### src/hw/spif_pkg.sv
/* Flash boot controller definitions */

package spif_pkg;

  // ========================================
  // Widths and types
  // ========================================
  localparam int WORD_W  = 18;                  // Processor cell width
  localparam int CODE_AW = 10;                  // Code RAM address bits
  localparam int DATA_AW = 10;                  // Data RAM address bits

  typedef logic [WORD_W-1:0] word_t;            // Data RAM word
  typedef logic [15:0]       insn_t;            // Code RAM word
  typedef logic [7:0]        byte_t;            // UART or flash byte
  typedef logic [15:0]       dest_t;            // Boot destination
  typedef logic [15:0]       count_t;           // Boot run length
  typedef logic [2:0]        ioaddr_t;          // I/O register select

  // ========================================
  // I/O register map
  // ========================================
  localparam ioaddr_t IO_CHAR        = 3'd0;    // Rx char / Tx byte
  localparam ioaddr_t IO_RXFULL      = 3'd1;    // Rx char pending
  localparam ioaddr_t IO_RATE_TXBUSY = 3'd2;    // Baud rate / Tx busy
  localparam ioaddr_t IO_FLASH       = 3'd3;    // Flash byte / restart
  localparam ioaddr_t IO_ISPFULL     = 3'd4;    // ISP pending / jam
  localparam ioaddr_t IO_BOOTING     = 3'd5;    // Boot in progress
  localparam ioaddr_t IO_ISPBYTE     = 3'd6;    // ISP byte

  // ========================================
  // Protocol constants
  // ========================================
  localparam byte_t FAST_READ = 8'h0B;          // SPI flash opcode
  localparam byte_t BASEBLOCK = 8'h00;          // First user sector

  localparam logic [5:0] ESC_PREFIX = 6'b000100; // 10h..13h on the UART
  localparam byte_t UNLOCK0 = 8'hA5;
  localparam byte_t UNLOCK1 = 8'h5A;

  localparam logic [15:0] UART_RATE_POR  = 16'd868; // Fclk / baud
  localparam logic [3:0]  FLASH_RATE_POR = 4'd7;    // SCLK divisor
  localparam logic [2:0]  FMT_BOOT       = 3'd2;    // Read with CS# held low

  // Boot sequencer state where nonzero means booting
  typedef enum logic [2:0] {
    BOOT_IDLE,
    HDR1,
    HDR2,
    HDR3,
    HDR4,
    HDR5,
    HDR6,
    INTERP
  } boot_state_e;

  typedef enum logic [1:0] {
    RX_IDLE,
    RX_ESC,                                     // After 10h
    RX_UNLOCK,                                  // After 12h
    RX_UNLOCK1                                  // After 12h A5h
  } rx_state_e;

endpackage

### src/hw/flash_boot.sv
/* Flash boot sequencer and interpreter */

module flash_boot (
  input  logic            clk,
  input  logic            arstn,
  input  logic            i_start,              // Restart interpretation
  input  logic            i_f_ready,            // Flash engine idle
  input  spif_pkg::byte_t i_f_din,              // Response of previous transfer
  output logic            o_f_wr,
  output spif_pkg::byte_t o_f_dout,
  output logic [2:0]      o_f_format,
  output logic [3:0]      o_f_rate,
  output logic            o_code_wr,
  output logic            o_data_wr,
  output spif_pkg::dest_t o_dest,
  output spif_pkg::word_t o_wdata,
  output logic            o_p_reset,
  output logic            o_booting
);

  import spif_pkg::*;

  boot_state_e state;
  logic [2:0]  mode;          // 00x cmd, 01x data, 10x addr, 11x count
  logic [1:0]  nbytes;        // Bytes per word minus one
  logic [1:0]  bytecnt;       // Bytes left in current word
  count_t      count;         // Words left minus one
  logic        skip;          // First response after restart is stale
  logic        f_ok;
  logic        interp;
  logic        take_data;
  byte_t       hdr_byte;

  assign f_ok      = i_f_ready & ~o_f_wr;
  assign interp    = f_ok & (state == INTERP) & ~skip;
  assign take_data = interp & (mode[2:1] == 2'b01);
  assign o_booting = (state != BOOT_IDLE);

  always_comb begin
    case (state)
      HDR1:    hdr_byte = FAST_READ;
      HDR2:    hdr_byte = BASEBLOCK;
      default: hdr_byte = 8'h00;                // Address bytes, then dummy
    endcase
  end

  // ========================================
  // Header sequencer and command decoder
  // ========================================
  always_ff @(posedge clk or negedge arstn) begin
    if (!arstn) begin
      state      <= HDR1;
      mode       <= 3'd0;
      nbytes     <= 2'd0;
      bytecnt    <= 2'd0;
      count      <= '0;
      skip       <= 1'b0;
      o_f_wr     <= 1'b0;
      o_f_dout   <= 8'h00;
      o_f_format <= 3'd0;
      o_f_rate   <= FLASH_RATE_POR;
      o_code_wr  <= 1'b0;
      o_data_wr  <= 1'b0;
      o_dest     <= '0;
      o_p_reset  <= 1'b1;
    end else begin
      o_f_wr    <= 1'b0;
      o_code_wr <= 1'b0;
      o_data_wr <= 1'b0;
      if (o_code_wr || o_data_wr) begin
        o_dest <= o_dest + 16'd1;               // Bump after each RAM write
      end
      if (f_ok && state != BOOT_IDLE) begin
        o_f_wr   <= 1'b1;
        o_f_dout <= hdr_byte;
        if (state == HDR1) o_f_format <= FMT_BOOT;
        if (state != INTERP) state <= boot_state_e'(state + 3'd1);
        if (state == INTERP) skip <= 1'b0;
      end
      if (interp) begin
        case (mode[2:1])
          2'b00: begin
            case (i_f_din[7:6])
              2'b11: begin
                if (i_f_din[5]) begin           // End of boot
                  o_f_wr     <= 1'b0;
                  o_f_format <= 3'd0;           // Raise CS#
                  o_p_reset  <= i_f_din[4];
                  state      <= BOOT_IDLE;
                end else begin
                  mode <= {1'b1, i_f_din[1:0]}; // Address or count load
                end
              end
              2'b10: o_f_rate <= i_f_din[3:0];
              default: begin                    // Data run
                mode    <= {2'b01, i_f_din[2]};
                nbytes  <= i_f_din[1:0];
                bytecnt <= i_f_din[1:0];
              end
            endcase
          end
          2'b01: begin
            if (bytecnt != 2'd0) begin
              bytecnt <= bytecnt - 2'd1;
            end else begin                      // Word complete
              bytecnt   <= nbytes;
              o_code_wr <= ~mode[0];
              o_data_wr <= mode[0];
              if (count != '0) count <= count - 16'd1;
              else mode <= 3'd0;
            end
          end
          2'b10: begin
            if (mode[0]) begin
              o_dest[15:8] <= i_f_din;
              mode[0]      <= 1'b0;
            end else begin
              o_dest[7:0] <= i_f_din;
              mode        <= 3'd0;
            end
          end
          default: begin
            if (mode[0]) begin
              count[15:8] <= i_f_din;
              mode[0]     <= 1'b0;
            end else begin
              count[7:0] <= i_f_din;
              mode       <= 3'd0;
            end
          end
        endcase
      end
      if (i_start) begin
        state <= INTERP;
        mode  <= 3'd0;
        skip  <= 1'b1;
      end
    end
  end

  // MSB first word assembly
  always_ff @(posedge clk) begin
    if (take_data) o_wdata <= {o_wdata[WORD_W-9:0], i_f_din};
  end

endmodule

### config.mk
export PLATFORM = sky130hd
export DESIGN_NAME = flash_boot
export DESIGN_NICKNAME = d
export VERILOG_FILES = /design/src/hw/spif_pkg.sv /design/src/hw/flash_boot.sv
export SDC_FILE = /design/constraint.sdc
export NUM_CORES = 1
export LEC_CHECK = 0
export BUFFER_PORTS_ARGS = -buffer_cell sky130_fd_sc_hd__buf_2
export CAP_MARGIN = 15
export CELL_PAD_IN_SITES_DETAIL_PLACEMENT = 1
export CELL_PAD_IN_SITES_GLOBAL_PLACEMENT = 1
export CORE_ASPECT_RATIO = 1.2
export CORE_MARGIN = 2
export CORE_UTILIZATION = 45
export CTS_BUF_LIST = sky130_fd_sc_hd__clkbuf_8
export CTS_CLUSTER_SIZE = 14
export DETAILED_ROUTE_END_ITERATION = 12
export GPL_TIMING_DRIVEN = 0
export PLACE_DENSITY_LB_ADDON = 0.2
export SYNTH_ARGS = -nofsm -noshare
export SYNTH_HDL_FRONTEND = slang
export SYNTH_SLANG_ARGS = --single-unit
### constraint.sdc
create_clock -name clk -period 3.1 [get_ports clk]
set_input_delay 0.62 -clock clk [delete_from_list [all_inputs] [get_ports clk]]
set_output_delay 0.62 -clock clk [all_outputs]
set_load 0.01 [all_outputs]
---- After elaboration in Yosys (flattened, before gate mapping) ----
Cells that the tools add are included.
Widths: inputs -> output; s select.
word-level totals
  register bits ........................... 80
  bits of input ports ..................... 12
  output and inout port bits .............. 54
  logic and storage cells ................. 117
operators by class
  $add $sub $neg .......................... 4
  equal/unequal tests ..................... 16
  muxes and demuxes ....................... 49
  bitwise gates (word level) .............. 9
  reductions and logical operators ........ 22
operators by type and width
  kind                   count
  $mux 16                5
  $mux 3                 18
  $mux 8                 4
  $pmux 16 s2            1
  $add 16x1->16 const B  1
  $reduce_bool 16->1     1
  $sub 16x1->16 const B  1
  $reduce_and 5->1       3
  $mux 1                 14
  $ne 3x3->1 const B     4
  $pmux 3 s2             2
  $reduce_bool 2->1      6
  $reduce_and 3->1       3
  $eq 2x2->1 const B     3
  $mux 2                 3
  $reduce_and 6->1       1
  $not 1->1              5
  $and 1x1->1            4
  $mux 4                 1
  $ne 2x1->1 const B     2
  $ne 2x2->1 const B     2
  $ne 4x2->1 const B     1
  $ne 4x4->1 const B     1
  $pmux 2 s2             1
  other kinds (12)       13

---- Longest topological paths before layout ----
  word-level depth ........................ 9
  gate-level depth with buffers ........... 9
  depth with buffers taken out ............ 7

---- Worst setup path after synthesis ----
No wires, ideal clock.
  path type ............................... register to register
  from .................................... reg state[0]
  to ...................................... reg o_wdata[0] (enable)
  library setup time ...................... 0.395 ns
  arrival ................................. 2.019 ns
  data required time ...................... 2.705 ns
  slack ................................... 0.686 ns
  cell stages (with the launch flop) ...... 5
  buffers on the path ..................... 0
  clock period less this slack ............ 2.414 ns
  cell sequence ........................... dfstp_2 -> ha_1 -> and4b_1 -> nand2_1 -> nor2_1
between the ends
  longest elaborated chain between the ends .. 4
ends and longest elaborated chain
  element                   RTL line           source
  start, declared           flash_boot.sv:23   boot_state_e state;
  start signal, assigned    flash_boot.sv:77   if (state != INTERP) state <= boot_state_e'(state + 3'd1);
  $eq 3x3->1                flash_boot.sv:35   assign interp = f_ok & (state == INTERP) & ~skip;
  $and 1x1->1 (2 in a row)  flash_boot.sv:35
  $and 1x1->1               flash_boot.sv:36   assign take_data = interp & (mode[2:1] == 2'b01);
  named net take_data       flash_boot.sv:31   logic take_data;
  end signal, assigned      flash_boot.sv:143  if (take_data) o_wdata <= {o_wdata[WORD_W-9:0], i_f_din};
  end, declared             flash_boot.sv:16   output spif_pkg::word_t o_wdata,
The timed path passes the listed nets, and every way through them passes these cells.
A chain may end at the register's enable or synchronous reset.

---- Final worst setup path ----
  from .................................... reg state[0]
  to ...................................... reg o_dest[7]
between the ends
  longest elaborated chain between the ends .. 4
ends and longest elaborated chain
  element                   RTL line           source
  $eq 3x3->1                flash_boot.sv:35
  $and 1x1->1 (2 in a row)  flash_boot.sv:35
  $mux 16                   flash_boot.sv:80   if (interp) begin
  end signal, assigned      flash_boot.sv:71   o_dest <= o_dest + 16'd1;
  end signal, assigned      flash_boot.sv:118  o_dest[7:0] <= i_f_din;
  end, declared             flash_boot.sv:15   output spif_pkg::dest_t o_dest,
No other way between the ends.

==> load_flow_metrics.sql <==
INSERT INTO impl_metrics (metric_group, metric, value, unit) VALUES
('clocking', 'clock_tree.root_cell', 'sky130_fd_sc_hd__clkbuf_8', ''),
('pwr', 'comb_pwr_share', '26.9', '%'),
('timing', 'worst-slew-pin-transition', '969', 'ps'),
('pwr', 'irDropWorstVdd', '0.000248', 'V'),
('floorplanning', 'initial_core_util', '45.8', '%'),
('floorplanning', 'chipHeight', '103', 'µm'),
('worst_setup_path', 'critical_path.endpoint_type', 'flip-flop', ''),
('yosys', 'synth_flop_cell', 'sky130_fd_sc_hd__dfrtp_1', ''),
('yosys', 'synth.avg_cell_area', '10.1', 'µm²'),
('timing', 'hold-worst-slack', '194', 'ps'),
('clocking', 'clk_pin_slew_worst_paths', '80', 'ps'),
('global_route', 'initial_antenna_violation_count', '0', ''),
('layout', 'mostFrequentLayoutCells', '62 x sky130_fd_sc_hd__buf_2, 50 x sky130_fd_sc_hd__dfrtp_1, 48 x sky130_fd_sc_hd__nand2_1', ''),
('layout', 'non_filler_cells_in_the_finished_layout', '542', ''),
('worst_setup_path', 'critPathArrivalTime', '2910', 'ps'),
('placement', 'port_buffer_cells', '60', ''),
('timing', 'final.setup_skew', '12.2', 'ps'),
('pwr', 'power_switching', '997', 'µW'),
('route', 'drt_iter0_markers', '172', ''),
('clocking', 'post_cts_buffers', '0', ''),
('timing', 'relSlewSlack', '35.4', '%'),
('clocking', 'clk-insertion-delay-late', '360', 'ps'),
('timing', 'minimum_clock_period_after_layout', '2690', 'ps'),
('clocking', 'number_of_sinks_handled_by_clock_tree_synthesis', '73', ''),
('route', 'ant_nets', '0', ''),
('route', 'firstDrtPassIters', '5', ''),
('yosys', 'postSynth.asyncResetShare', '75.3', '%'),
('worst_setup_path', 'worst-path-max-fanout', '10', ''),
('layout', 'layout-drive-gt1-share', '23.0', '%'),
('worst_setup_path', 'reg2regPathDepth', '6', ''),
('placement', 'gp_congestion', '0.801', ''),
('timing', 'report.final.hold_viol_count', '0', ''),
('worst_setup_path', 'critPathKind', 'reg -> reg', ''),
('layout', 'finish.utilization', '53.8', '%'),
('timing', 'finalWorstSetupSlack', '412', 'ps'),
('run_status', 'outcome', 'finished, final reports clean', ''),
('worst_setup_path', 'worst_r2r_startpoint', 'state[0]$_DFF_PN1_', ''),
('route', 'routed_via_density', '5.80', ''),
('timing', 'fmax', '372', 'MHz'),
('clocking', 'htreeDepth', '3', ''),
('pwr', 'power.density', '660', 'mW/mm²'),
('yosys', 'yosysWarningCount', '0', ''),
('pwr', 'report.power.total', '2.86', 'mW'),
('route', 'routedWlPerCell', '19.4', 'µm'),
('pwr', 'internal-power', '1.87', 'mW'),
('floorplanning', 'std_cell_rows', '36', ''),
('route', 'routed-via-count', '3142', ''),
('yosys', 'yosys-top-cells-area', 'sky130_fd_sc_hd__dfrtp_1 34%, sky130_fd_sc_hd__edfxtp_1 15%, sky130_fd_sc_hd__nand2_1 4.9%', ''),
('pwr', 'p_seq_share', '47.7', '%'),
('global_route', 'first_global_vias', '3188', ''),
('placement', 'place_area', '0.00415', 'mm²'),
('timing', 'setup_tns', '0', 'ps'),
('worst_setup_path', 'worstSetupStartpointType', 'flip-flop', ''),
('global_route', 'grt_first_pass_wirelength', '16700', 'µm'),
('layout', 'area.growth.synth_to_final', '17.5', '%'),
('timing', 'final_min_period_over_clock_period', '86.7', '%'),
('floorplanning', 'floorplan.die_area', '0.00895', 'mm²'),
('pwr', 'power.clock.fraction', '25.4', '%'),
('yosys', 'mapped_area', '0.00369', 'mm²'),
('timing', 'setup_viol', '0', ''),
('yosys', 'post_synthesis_register_bit_count', '73', ''),
('yosys', 'synthCells', '366', ''),
('clocking', 'cts_hold_buf', '0', ''),
('layout', 'antennaDiodeCount', '0', ''),
('job', 'drv.max_cap_violation_count', '0', ''),
('clocking', 'cts_buffer_depth', '2', ''),
('yosys', 'synth_top_area_cell', 'sky130_fd_sc_hd__dfrtp_1', ''),
('floorplanning', 'core_area', '0.00806', 'mm²'),
('timing', 'pins_over_slew_limit', '0', ''),
('placement', 'post-place-ws', '377', 'ps'),
('floorplanning', 'die_width', '86.7', 'µm');
## worst max-delay path, cell delays in order (launching register included)
cell	delay (ps)
sky130_fd_sc_hd__dfstp_2	570
sky130_fd_sc_hd__ha_1	220
sky130_fd_sc_hd__and4b_1	310
sky130_fd_sc_hd__nand2_1	230
sky130_fd_sc_hd__nor3_1	650
sky130_fd_sc_hd__clkbuf_1	420
sky130_fd_sc_hd__o21ai_0	160
## cell usage after synthesis (6+ instances only)
cell / instances
sky130_fd_sc_hd__nor2_1: 14
sky130_fd_sc_hd__nand2b_1: 6
sky130_fd_sc_hd__nand3_1: 8
sky130_fd_sc_hd__buf_4: 7
sky130_fd_sc_hd__xnor2_1: 10
sky130_fd_sc_hd__mux2_2: 7
sky130_fd_sc_hd__clkbuf_1: 12
sky130_fd_sc_hd__a21oi_1: 18
sky130_fd_sc_hd__xor2_1: 6
sky130_fd_sc_hd__nor3_1: 15
sky130_fd_sc_hd__o21ai_0: 33
sky130_fd_sc_hd__and3_1: 6
sky130_fd_sc_hd__dfrtp_1: 50
sky130_fd_sc_hd__edfxtp_1: 18
sky130_fd_sc_hd__nand2_1: 48
sky130_fd_sc_hd__inv_1: 12
## how the worst max path moves through the flow
stage | to | depth (start not counted) | slack [ps] | startpoint
floorplan | o_wdata[0]$_DFFE_PP_ | 4 | 690 | state[0]$_DFF_PN1_
global placement | o_wdata[0]$_DFFE_PP_ | 4 | 240 | state[0]$_DFF_PN1_
detailed placement | o_dest[13]$_DFF_PN0_ | 6 | 380 | state[0]$_DFF_PN1_
finish | o_dest[7]$_DFF_PN0_ | 6 | 410 | state[0]$_DFF_PN1_
global route | o_dest[4]$_DFF_PN0_ | 7 | 210 | state[0]$_DFF_PN1_
CTS | o_dest[13]$_DFF_PN0_ | 6 | 370 | state[0]$_DFF_PN1_
## registers in the layout, indices dropped and copies added, names as in the netlist, 2 cells and up
signal	cells
o_f_format	3
count	16
o_wdata	18
mode	3
bytecnt	2
o_dest	16
nbytes	2
o_f_rate	4
state	3
## area by class of cell
type / instances / area [µm²]
multi-input cells: 262 / 1620
repair buffers: 61 / 320
inverters: 12 / 45.0
clock buffers: 9 / 124
flip-flops and latches: 73 / 1920
fillers: 913 / 3730
clock inverters: 7 / 63.8
well taps: 95 / 119
plain buffers: 23 / 123
## power by group through the flow
stage	Clock, mW	Combinational [mW]	Sequential [mW]
after floorplan	0	0.436	1.40
after global placement	0	0.726	1.37
after detailed placement	0	0.770	1.38
after CTS	0.745	0.774	1.37
after global routing	0.785	0.862	1.40
final	0.728	0.771	1.36
## cells by family (layout without fill, tap and decap cells)
logic type,Yosys count,count (layout),synth area share [%]
other cells,1,5,0.102
simple gates,132,132,18.6
fa+ha+maj,5,5,1.69
mux,9,9,2.68
buf+inv,35,112,4.54
compound gates,95,95,16.5
xor+xnor,16,16,3.80
flops,73,73,52.1
## layer usage
metal / share of wire [%] / up-vias / global-route usage [%] / wire [µm]
li1: - / 1483 / - / -
met1: 40 / 1542 / 30.2 / 4260
met2: 52 / 96 / 43.6 / 5460
met3: 5.0 / 21 / 4.60 / 532
met4: 2.8 / 0 / 10.5 / 291
met5: 0 / - / 0 / 0
Note: power is estimated with default switching activity, not from simulation.
