$ cat src/hw/spif_pkg.sv
/* Flash boot controller definitions */

package spif_pkg;

  // ========================================
  // Widths and types
  // ========================================
  localparam int WORD_W  = 18;                  // Processor cell width
  localparam int CODE_AW = 10;                  // Code RAM address bits
  localparam int DATA_AW = 10;                  // Data RAM address bits

  typedef logic [WORD_W-1:0] word_t;            // Data RAM word
  typedef logic [15:0]       insn_t;            // Code RAM word
  typedef logic [7:0]        byte_t;            // UART or flash byte
  typedef logic [15:0]       dest_t;            // Boot destination
  typedef logic [15:0]       count_t;           // Boot run length
  typedef logic [2:0]        ioaddr_t;          // I/O register select

  // ========================================
  // I/O register map
  // ========================================
  localparam ioaddr_t IO_CHAR        = 3'd0;    // Rx char / Tx byte
  localparam ioaddr_t IO_RXFULL      = 3'd1;    // Rx char pending
  localparam ioaddr_t IO_RATE_TXBUSY = 3'd2;    // Baud rate / Tx busy
  localparam ioaddr_t IO_FLASH       = 3'd3;    // Flash byte / restart
  localparam ioaddr_t IO_ISPFULL     = 3'd4;    // ISP pending / jam
  localparam ioaddr_t IO_BOOTING     = 3'd5;    // Boot in progress
  localparam ioaddr_t IO_ISPBYTE     = 3'd6;    // ISP byte

  // ========================================
  // Protocol constants
  // ========================================
  localparam byte_t FAST_READ = 8'h0B;          // SPI flash opcode
  localparam byte_t BASEBLOCK = 8'h00;          // First user sector

  localparam logic [5:0] ESC_PREFIX = 6'b000100; // 10h..13h on the UART
  localparam byte_t UNLOCK0 = 8'hA5;
  localparam byte_t UNLOCK1 = 8'h5A;

  localparam logic [15:0] UART_RATE_POR  = 16'd868; // Fclk / baud
  localparam logic [3:0]  FLASH_RATE_POR = 4'd7;    // SCLK divisor
  localparam logic [2:0]  FMT_BOOT       = 3'd2;    // Read with CS# held low

  // Boot sequencer state where nonzero means booting
  typedef enum logic [2:0] {
    BOOT_IDLE,
    HDR1,
    HDR2,
    HDR3,
    HDR4,
    HDR5,
    HDR6,
    INTERP
  } boot_state_e;

  typedef enum logic [1:0] {
    RX_IDLE,
    RX_ESC,                                     // After 10h
    RX_UNLOCK,                                  // After 12h
    RX_UNLOCK1                                  // After 12h A5h
  } rx_state_e;

endpackage

$ cat src/hw/uart_rx_filter.sv
/* UART receive filter */

module uart_rx_filter (
  input  logic            clk,
  input  logic            arstn,
  input  logic            i_u_full,             // UART holds a byte
  input  spif_pkg::byte_t i_u_din,
  output logic            o_u_rd,               // Byte consumed
  input  logic            i_take_char,
  input  logic            i_take_isp,
  input  logic            i_jam,                // Processor stuffs ISP byte
  input  spif_pkg::byte_t i_jam_byte,
  output spif_pkg::byte_t o_char,
  output spif_pkg::byte_t o_isp_byte,
  output logic            o_char_full,
  output logic            o_isp_full,
  output logic            o_isp_mode
);

  import spif_pkg::*;

  rx_state_e state;
  logic      rx_ok;                             // Fresh byte available
  logic      rx_ready;                          // Target register has room
  logic      dlv;                               // Byte delivered this cycle
  byte_t     dlv_byte;

  assign rx_ok    = i_u_full & ~o_u_rd;
  assign rx_ready = o_isp_mode ? ~o_isp_full & ~i_jam : ~o_char_full;

  always_comb begin
    dlv      = 1'b0;
    dlv_byte = i_u_din;
    if (rx_ok && rx_ready) begin
      if (state == RX_IDLE && i_u_din[7:2] != ESC_PREFIX) begin
        dlv = 1'b1;                             // Plain byte
      end
      if (state == RX_ESC) begin
        dlv      = 1'b1;
        dlv_byte = {ESC_PREFIX, i_u_din[1:0]};  // Unescaped 10h..13h
      end
    end
  end

  // ========================================
  // Escape and unlock FSM
  // ========================================
  always_ff @(posedge clk or negedge arstn) begin
    if (!arstn) begin
      state       <= RX_IDLE;
      o_u_rd      <= 1'b0;
      o_isp_mode  <= 1'b0;
      o_char_full <= 1'b0;
      o_isp_full  <= 1'b0;
    end else begin
      o_u_rd <= 1'b0;
      if (rx_ok) begin
        case (state)
          RX_IDLE: begin
            if (i_u_din[7:2] == ESC_PREFIX) begin
              o_u_rd <= 1'b1;                   // Prefix never delivered
              case (i_u_din[1:0])
                2'b00:   state <= RX_ESC;
                2'b10:   state <= RX_UNLOCK;
                default: state <= RX_IDLE;
              endcase
            end else if (rx_ready) begin
              o_u_rd <= 1'b1;
            end                                 // Else leave it in the UART
          end
          RX_ESC: begin
            if (rx_ready) begin
              o_u_rd <= 1'b1;
              state  <= RX_IDLE;
            end
          end
          RX_UNLOCK: begin
            o_u_rd     <= 1'b1;
            o_isp_mode <= 1'b0;                 // Broken sequence drops ISP
            state      <= (i_u_din == UNLOCK0) ? RX_UNLOCK1 : RX_IDLE;
          end
          default: begin
            o_u_rd <= 1'b1;
            if (i_u_din == UNLOCK1) begin
              o_isp_mode <= 1'b1;
            end
            state <= RX_IDLE;
          end
        endcase
      end
      if (i_take_char) o_char_full <= 1'b0;
      if (dlv && !o_isp_mode) o_char_full <= 1'b1;
      if (i_take_isp) o_isp_full <= 1'b0;
      if ((dlv && o_isp_mode) || i_jam) o_isp_full <= 1'b1;
    end
  end

  always_ff @(posedge clk) begin
    if (dlv && !o_isp_mode) o_char <= dlv_byte;
    if (i_jam) begin
      o_isp_byte <= i_jam_byte;
    end else if (dlv && o_isp_mode) begin
      o_isp_byte <= dlv_byte;
    end
  end

endmodule

$ cat config.mk
export PLATFORM = sky130hd
export DESIGN_NAME = uart_rx_filter
export DESIGN_NICKNAME = d
export VERILOG_FILES = /design/src/hw/spif_pkg.sv /design/src/hw/uart_rx_filter.sv
export SDC_FILE = /design/constraint.sdc
export NUM_CORES = 1
export LEC_CHECK = 0
export BUFFER_PORTS_ARGS = -buffer_cell sky130_fd_sc_hd__clkbuf_2
export CAP_MARGIN = 20
export CORE_MARGIN = 8
export CORE_UTILIZATION = 44
export CTS_BUF_LIST = sky130_fd_sc_hd__clkbuf_2 sky130_fd_sc_hd__clkbuf_4 sky130_fd_sc_hd__clkbuf_8
export CTS_CLUSTER_DIAMETER = 30
export DETAILED_ROUTE_END_ITERATION = 6
export GPL_TIMING_DRIVEN = 0
export HOLD_SLACK_MARGIN = 0.12
export PLACE_DENSITY = 0.79
export SYNTH_ARGS = -nofsm -noshare
export SYNTH_HDL_FRONTEND = slang
export SYNTH_SLANG_ARGS = --single-unit
$ cat constraint.sdc
create_clock -name clk -period 1.7 [get_ports clk]
set_input_delay 0.34 -clock clk [delete_from_list [all_inputs] [get_ports clk]]
set_output_delay 0.34 -clock clk [all_outputs]
set_load 0.01 [all_outputs]
# Word-level counts from Yosys, hierarchy flattened
# Index checks and enable logic that the tools add are counted.
[totals]
register_bits = 22
in_bits = 22
wordCells = 61
[classes]
n_eq_ne = 9
mux = 23
bitwise_logic = 7
reduce_logical = 15
[ops]
columns = ["op", "n"]
rows = [
  ["two-way mux 8 bit", 4],
  ["two-way mux 1 bit", 12],
  ["== test 8 x 7 -> 1 bit (second input constant)", 1],
  ["== test 8 bit (second input constant)", 1],
  ["nonzero test 2 bit", 4],
  ["== test 6 x 3 -> 1 bit (second input constant)", 1],
  ["two-way mux 2 bit", 3],
  ["inequality test 6 x 3 -> 1 bit (second input constant)", 1],
  ["one-hot mux 2 bit (3 select lines)", 1],
  ["AND reduction 3 bit", 2],
  ["NOT 1 bit", 5],
  ["== test 2 bit (second input constant)", 2],
  ["logical AND 1 bit", 4],
  ["logical NOT 2 bit", 2],
  ["one-hot mux 1 bit (2 select lines)", 2],
  ["one-hot mux 2 bit (2 select lines)", 1],
  ["bitwise AND 1 bit", 2],
  ["== test 2 x 1 -> 1 bit (second input constant)", 1],
  ["inequality test 2 x 1 -> 1 bit (second input constant)", 1],
  ["inequality test 2 bit (second input constant)", 1],
  ["OR reduction 2 bit", 1],
  ["logical NOT 1 bit", 1],
  ["logical OR 1 bit", 1],
]

# Depth between registers and ports, before layout
# Gate-level depths: netlist of the first run.
[depth]
ltp_word = 8
mapped_depth = 4

# Least setup slack after synthesis of the first run
# Ideal clock, no wire load.
[synth_path]
path_kind = "register to register"
startpoint = "register o_u_rd"
endpoint = "register o_char[0], enable pin"
arrival_time_ns = 1.407
t_required_ns = 1.314
setup_slack_ns = -0.092
stages_incl_launch_ff = 4
synth_period_minus_slack_ns = 1.792
path_cell_list = "dfrtp_1 nor3b_1 o21ai_1 nor3_1"
[synth_between]
elab_chain_cells = 5
[synth_rtl]
columns = ["element", "line", "source"]
rows = [
  ["start: declaration", "uart_rx_filter.sv:8", "output logic o_u_rd,"],
  ["start signal: assignment", "uart_rx_filter.sv:51", "o_u_rd <= 1'b0;"],
  ["start signal: assignment", "uart_rx_filter.sv:56", "o_u_rd <= 1'b0;"],
  ["start signal: assignment", "uart_rx_filter.sv:61", "o_u_rd <= 1'b1;"],
  ["NOT 1 bit", "uart_rx_filter.sv:28", "assign rx_ok = i_u_full & ~o_u_rd;"],
  ["bitwise AND 1 bit", "uart_rx_filter.sv:28", ""],
  ["logical AND 1 bit", "uart_rx_filter.sv:34", "if (rx_ok && rx_ready) begin"],
  ["two-way mux 1 bit", "uart_rx_filter.sv:34", ""],
  ["logical AND 1 bit", "uart_rx_filter.sv:99", "if (dlv && !o_isp_mode) o_char <= dlv_byte;"],
  ["end signal: assignment", "uart_rx_filter.sv:99", ""],
  ["end: declaration", "uart_rx_filter.sv:13", "output spif_pkg::byte_t o_char,"],
]
# Every way passes these cells.
# A chain may end at the register's enable or synchronous reset.

# Final worst setup path of the first run
[layout_path]
startpoint = "register state[1]"
endpoint = "register o_isp_byte[2] (data pin)"
[layout_between]
elab_chain_cells = 5
[layout_rtl]
columns = ["element", "line", "source"]
rows = [
  ["start: declaration", "uart_rx_filter.sv:22", "rx_state_e state;"],
  ["start signal: assignment", "uart_rx_filter.sv:80", "state <= (i_u_din == UNLOCK0) ? RX_UNLOCK1 : RX_IDLE;"],
  ["== test 2 x 1 -> 1 bit", "uart_rx_filter.sv:38", "if (state == RX_ESC) begin"],
  ["two-way mux 8 bit", "uart_rx_filter.sv:38", ""],
  ["two-way mux 8 bit", "uart_rx_filter.sv:34", ""],
  ["via dlv_byte[2]", "uart_rx_filter.sv:26", "byte_t dlv_byte;"],
  ["two-way mux 8 bit", "uart_rx_filter.sv:102", "end else if (dlv && o_isp_mode) begin"],
  ["two-way mux 8 bit", "uart_rx_filter.sv:100", "if (i_jam) begin"],
  ["end signal: assignment", "uart_rx_filter.sv:101", "o_isp_byte <= i_jam_byte;"],
  ["end signal: assignment", "uart_rx_filter.sv:103", "o_isp_byte <= dlv_byte;"],
  ["end: declaration", "uart_rx_filter.sv:14", "output spif_pkg::byte_t o_isp_byte,"],
]
# The timed path passes the listed nets, and every way through them passes these cells. The select of a mux whose other input is x is not followed.

==> results.sh, run 1 <==
export IMPL_io_buffers=41
export IMPL_synth_edff_count=16
export IMPL_hpwl_um=1834
export IMPL_syn2layout_area_growth_pct=36.46
export IMPL_final_area_um2=1349
export IMPL_cts_root_buffer="clkbuf_4"
export IMPL_grt_pass1_wl_um=3884
export IMPL_synth_ff_latch_count=22
export IMPL_setup_slack_ns=0.01572
export IMPL_skew_ns=0.007872
export IMPL_grt_util_all_layers_pct=12.10
export IMPL_dp_cells=142
export IMPL_relSlewSlack_pct=64.42
export IMPL_slew_viol_final=0
export IMPL_drc_errors=0
export IMPL_clk_latency_ns=0.30
export IMPL_synth_seq_area_share_pct=63.80
export IMPL_die_y_um=63.40
export IMPL_cp_slowest_stage_delay_ns=0.45
export IMPL_ys_top_cells_by_area="edfxtp_1 (49%), dfrtp_1 (15%), mux2_2 (8.0%)"
export IMPL_async_flop_share_pct=27.27
export IMPL_syn_inst=73
export IMPL_slowest_stage="dfrtp_2"
export IMPL_start_util_pct=45.56
export IMPL_antenna_left=0
export IMPL_wire_per_inst_um=15.79
export IMPL_synthesis_nets=95
export IMPL_status="finished, final reports clean"
export IMPL_rsz0062_at_grt="true"
export IMPL_n_antenna_cell=0
export IMPL_drt_wl_total_um=2384
export IMPL_hold_viol=0
export IMPL_path_clk_slew_ns=0.11
export IMPL_grt_overflow_total=0
export IMPL_cap_violations=0
export IMPL_post_place_ws_ns=-0.2949
export IMPL_crit_type="reg2reg"
export IMPL_synth_ff_type="edfxtp_1"
export IMPL_synth_most_common_cell="edfxtp_1"
export IMPL_fin_tns_setup_ns=0
export IMPL_fp_dieW_um=63.40
export IMPL_start_kind="flip-flop"
export IMPL_timing_final_crit_share_pct=99.08
export IMPL_irDropWorstVdd_mv=0.6563
export IMPL_antenna_found_initial=0
export IMPL_viasPerCell=5.291
export IMPL_synth_distinct_cells=31
export IMPL_cp_num_buf_inv=0
export IMPL_grt_max_degree=12
export IMPL_fin_util_pct=62.17
export IMPL_min_period_ns=1.684
export IMPL_core_area_um2=2170
export IMPL_rows=17
export IMPL_place_congestion=0.8577
export IMPL_ios=42
export IMPL_drive_gt1_share_pct=55.28
export IMPL_fmax_mhz=593.7
export IMPL_synth_top_area_cell="edfxtp_1"
export IMPL_worstPathCellList="nor3b_4 -> o211ai_1 -> and2_1 -> mux2_2"
export IMPL_numCtsBuffers=3
export IMPL_cts_sinks=22
export IMPL_power_leakage_nw=0.5840
export IMPL_worst_slew_pin_slew_ns=0.5337
export IMPL_dr_pass1_iters=4
export IMPL_final_cells=151
export IMPL_synthTopCellsByCount="edfxtp_1 (16), mux2_2 (7), dfrtp_1 (6)"
export IMPL_htree_levels=1
export IMPL_cp_max_fo=6
export IMPL_hold_path_class="in2reg"
export IMPL_powerDensity_nw_per_um2=1057
export IMPL_drt_iter0_drc=30
export IMPL_cp_required_ns=1.76
export IMPL_arrival_ns=1.74
export IMPL_final_nets=147
export IMPL_crit_family="simple AND/OR/NAND/NOR gates"
export IMPL_yosys_area_top_type_share_pct=48.61
export IMPL_cts_tree="done"
export IMPL_ys_warn_count=0
export IMPL_routed_via_count=799
export IMPL_setup_violations=0
export IMPL_syn_area_per_cell_um2=13.54
export IMPL_grt_pass1_vias=866
export IMPL_die_area_um2=4019
export IMPL_syn_area_um2=988.4
export IMPL_crit_path_end_kind="flip-flop"
export IMPL_placed_cell_area_um2=1234
export IMPL_cts_buffer_depth=2
## through the flow
step	power [mW]	hold WS [ns]
after floorplan	0.9604	0.04441
after global placement	1.101	0.1778
after detailed placement	1.114	0.1804
after CTS	1.363	0.2824
after global routing	1.508	0.2768
final	1.426	0.2781
## logic make-up (layout without fill, tap and decap cells)
kind of cell	after synthesis	count (layout)	synth area share [%]
mux	7	7	7.975
simple gates	26	26	16.58
compound gates	13	13	9.748
flops	22	22	63.80
buf+inv	5	55	1.898
## metal layers
metal  vias up  GRT usage, %  part of all wire (%)
met4         0         6.964                   2.1
met3         6         6.360                    12
met2        42         19.65                    47
met1       370         12.12                    39
met5         -             0                     0
li1        381             -                     -
## layout make-up
class	count	area [µm²]
Multi-Input combinational cell	46	386.6
Fill cell	185	820.8
Inverter	4	15.01
Clock buffer	3	22.52
Sequential cell	22	633.1
Tap cell	28	35.03
Timing Repair Buffer	47	252.7
Buffer	1	3.754
## placed cells by master (no fill, tap or decap), drive strengths merged
master        n
clkbuf       45
edfxtp       16
mux2          7
dfrtp         6
buf           5
and2          5
inv           4
nor3          4
nor3b         3
o21ai         3
nor2          3
nand2b        2
nand2         2
a21oi         2
o211ai        1
or4b          1
or3           1
or2           1
o21ba         1
a21o          1
a211o         1
nor2b         1
nand4b        1
o22a          1
nand3         1
or4bb         1
a211oi        1
a311oi        1
o32ai         1
dlygate4sd3   1
## state kept, by name, indices dropped and copies added, names as in the netlist
signal / count
o_isp_mode: 1
o_isp_byte: 8
o_u_rd: 1
o_char_full: 1
o_isp_full: 1
state: 2
o_char: 8
## worst reg2reg max path: stages, from the launching register on
cell and delay [ns]:
dfrtp_2 0.45, nor3b_4 0.25, o211ai_1 0.23, and2_1 0.24
mux2_2 0.27
## what timing repair did
action / 4_1_cts / 5_1_grt
setup buffers: 1 / 4
resized for setup: 6 / 5
hold endpoints to repair: 6 / 0
pin swaps: 3 / 3
hold buffers: 1 / 0
endpoints found under the setup margin: 21 / 14
## power breakdown
group	total, mW	internal (mW)	leakage (nW)	switching [mW]
Sequential	0.754	0.688	0.226	0.0654
Clock	0.224	0.0827	0.0138	0.141
Combinational	0.449	0.212	0.344	0.237
## path summary, 6_finish.rpt
check,startpoint,to,slack [ns],depth (start not counted)
hold reg to reg,o_isp_mode,o_isp_mode,0.61,1
hold / removal,i_take_char,o_char_full,0.28,3
setup / recovery,state[1],o_isp_byte[2],0.02,4
setup reg to reg,state[1],o_isp_byte[2],0.02,4
max in group asynchronous,arstn,state[1],1.13,2
min in group asynchronous,arstn,o_char_full,0.39,2
Note: power is estimated with default switching activity, not from simulation.
==> run 2, diff against run 1 <==
--- a/config.mk
+++ b/config.mk
@@ -14,7 +14,8 @@
 export DETAILED_ROUTE_END_ITERATION = 6
 export GPL_TIMING_DRIVEN = 0
 export HOLD_SLACK_MARGIN = 0.12
-export PLACE_DENSITY = 0.79
+export PLACE_DENSITY = 0.78
+export SETUP_SLACK_MARGIN = 0.15
 export SYNTH_ARGS = -nofsm -noshare
 export SYNTH_HDL_FRONTEND = slang
 export SYNTH_SLANG_ARGS = --single-unit
==> results.sh, run 2 (same netlist as run 1, synthesis figures left out) <==
export IMPL_die_y_um=63.40
export IMPL_min_period_ns=1.651
export IMPL_viasPerCell=5.191
export IMPL_core_area_um2=2170
export IMPL_grt_util_all_layers_pct=11.67
export IMPL_antenna_found_initial=0
export IMPL_crit_type="reg2reg"
export IMPL_numCtsBuffers=3
export IMPL_relSlewSlack_pct=66.70
export IMPL_start_util_pct=45.56
export IMPL_drt_iter0_drc=16
export IMPL_intPower_mw=1.066
export IMPL_cts_sinks=22
export IMPL_start_kind="flip-flop"
export IMPL_timing_final_crit_share_pct=97.14
export IMPL_final_area_um2=1416
export IMPL_drt_wl_total_um=2308
export IMPL_power_frac_comb_pct=32.8
export IMPL_antenna_left=0
export IMPL_slowest_stage="dfrtp_2"
export IMPL_cts_tree="done"
export IMPL_htree_levels=1
export IMPL_placed_cell_area_um2=1250
export IMPL_die_area_um2=4019
export IMPL_hpwl_um=1709
export IMPL_syn2layout_area_growth_pct=43.29
export IMPL_io_buffers=41
export IMPL_arrival_ns=1.72
export IMPL_grt_overflow_total=0
export IMPL_ios=42
export IMPL_worstPathCellList="nor3b_4 -> o211ai_1 -> nand2b_1 -> mux2_2"
export IMPL_drive_gt1_share_pct=58.91
export IMPL_hold_viol=0
export IMPL_fmax_mhz=605.5
export IMPL_cts_root_buffer="clkbuf_4"
export IMPL_routed_via_count=815
export IMPL_worst_slew_pin_slew_ns=0.4996
export IMPL_crit_path_end_kind="flip-flop"
export IMPL_power_mw=1.519
export IMPL_layout_commonest_cell="clkbuf_2"
export IMPL_grt_max_degree=13
export IMPL_skew_ns=0.0009437
export IMPL_cp_required_ns=1.77
export IMPL_hold_path_class="in2reg"
export IMPL_irDropWorstVdd_mv=0.6330
export IMPL_final_nets=152
export IMPL_cap_violations=0
export IMPL_rsz0062_at_grt="true"
export IMPL_cp_slowest_stage_delay_ns=0.45
export IMPL_setup_violations=0
export IMPL_powerDensity_nw_per_um2=1072
export IMPL_mostFrequentLayoutCells="clkbuf_2 (41), edfxtp_1 (16), buf_4 (9)"
export IMPL_power_leakage_nw=0.6182
export IMPL_fp_dieW_um=63.40
export IMPL_drc_errors=0
export IMPL_n_antenna_cell=0
export IMPL_grt_pass1_vias=891
export IMPL_cts_buffer_depth=2
export IMPL_p_clk_share_pct=18.4
export IMPL_path_clk_slew_ns=0.12
export IMPL_fin_util_pct=65.28
export IMPL_holdWs_ns=0.2742
export IMPL_top_regs="o_char: 8 flops, o_isp_byte: 8 flops, state: 2 flops"
export IMPL_p_seq_share_pct=48.8
export IMPL_dr_pass1_iters=4
export IMPL_wire_per_inst_um=14.70
export IMPL_clk_latency_ns=0.30
export IMPL_status="finished, final reports clean"
export IMPL_rows=17
export IMPL_fin_tns_setup_ns=0
export IMPL_switchingPower_mw=0.4525
export IMPL_place_congestion=0.8653
export IMPL_cp_max_fo=6
export IMPL_grt_pass1_wl_um=3857
export IMPL_slew_viol_final=0
export IMPL_p_sw_share_pct=29.80
run 2: cell type report:
type | count | area, µm²
buffer | 1 | 3.754
clock buffer | 4 | 36.28
fill | 181 | 753.2
inverter | 4 | 15.01
multi-input combinational | 46 | 389.1
sequential | 22 | 634.4
tap | 28 | 35.03
timing repair buffer | 52 | 302.8
run 2: worst max-delay path: cells and delay by family, from the launching register on:
family | cells | cell delay, ns
flip-flops | 1 | 0.45
AO/OA/AOI/OAI | 1 | 0.40
AND/OR/NAND/NOR | 2 | 0.30
multiplexers | 1 | 0.27
run 2: per-stage QoR:
stage | worst slack [ns] | std cells
global route | -0.03174 | 157
detailed placement | -0.1095 | 142
floorplan | 0.07817 | 73
global placement | -0.09995 | 142
finish | 0.04855 | 157
CTS | 0.07989 | 156
run 2: final timing paths:
kind / depth (start not counted) / from / slack, ns / endpoint
worst max-delay path: 4 / o_isp_mode / 0.05 / o_isp_byte[4]
worst min-delay path: 1 / i_u_din[0] / 0.27 / o_char[0]
worst max register to register: 4 / o_isp_mode / 0.05 / o_isp_byte[4]
worst min register to register: 1 / o_isp_mode / 0.55 / o_isp_mode
max in group asynchronous: 2 / arstn / 1.16 / o_isp_mode
min in group asynchronous: 2 / arstn / 0.38 / o_char_full
run 2: repair_timing:
item | CTS | global route
endpoints found under the setup margin | 23 | 26
hold buffers | 1 | 0
endpoints found under the hold margin | 6 | 0
buffers inserted | 9 | 1
pin swaps | 7 | 3
gates resized for setup | 5 | 4
run 2: metal layers:
layer / GRT usage, % / wire length [µm] / vias to the layer above
li1: - / - / 389
met3: 5.477 / 260 / 2
met5: 0 / 0 / -
met2: 19.52 / 1096 / 42
met1: 12.57 / 933 / 382
met4: 4.178 / 19 / 0
run 2: power by group through the flow:
stage / Clock (mW) / Sequential, mW / Combinational [mW]
floorplan: 0 / 0.792 / 0.179
global placement: 0 / 0.758 / 0.350
detailed placement: 0 / 0.764 / 0.355
CTS: 0.286 / 0.740 / 0.492
global route: 0.307 / 0.750 / 0.547
finish: 0.280 / 0.741 / 0.498
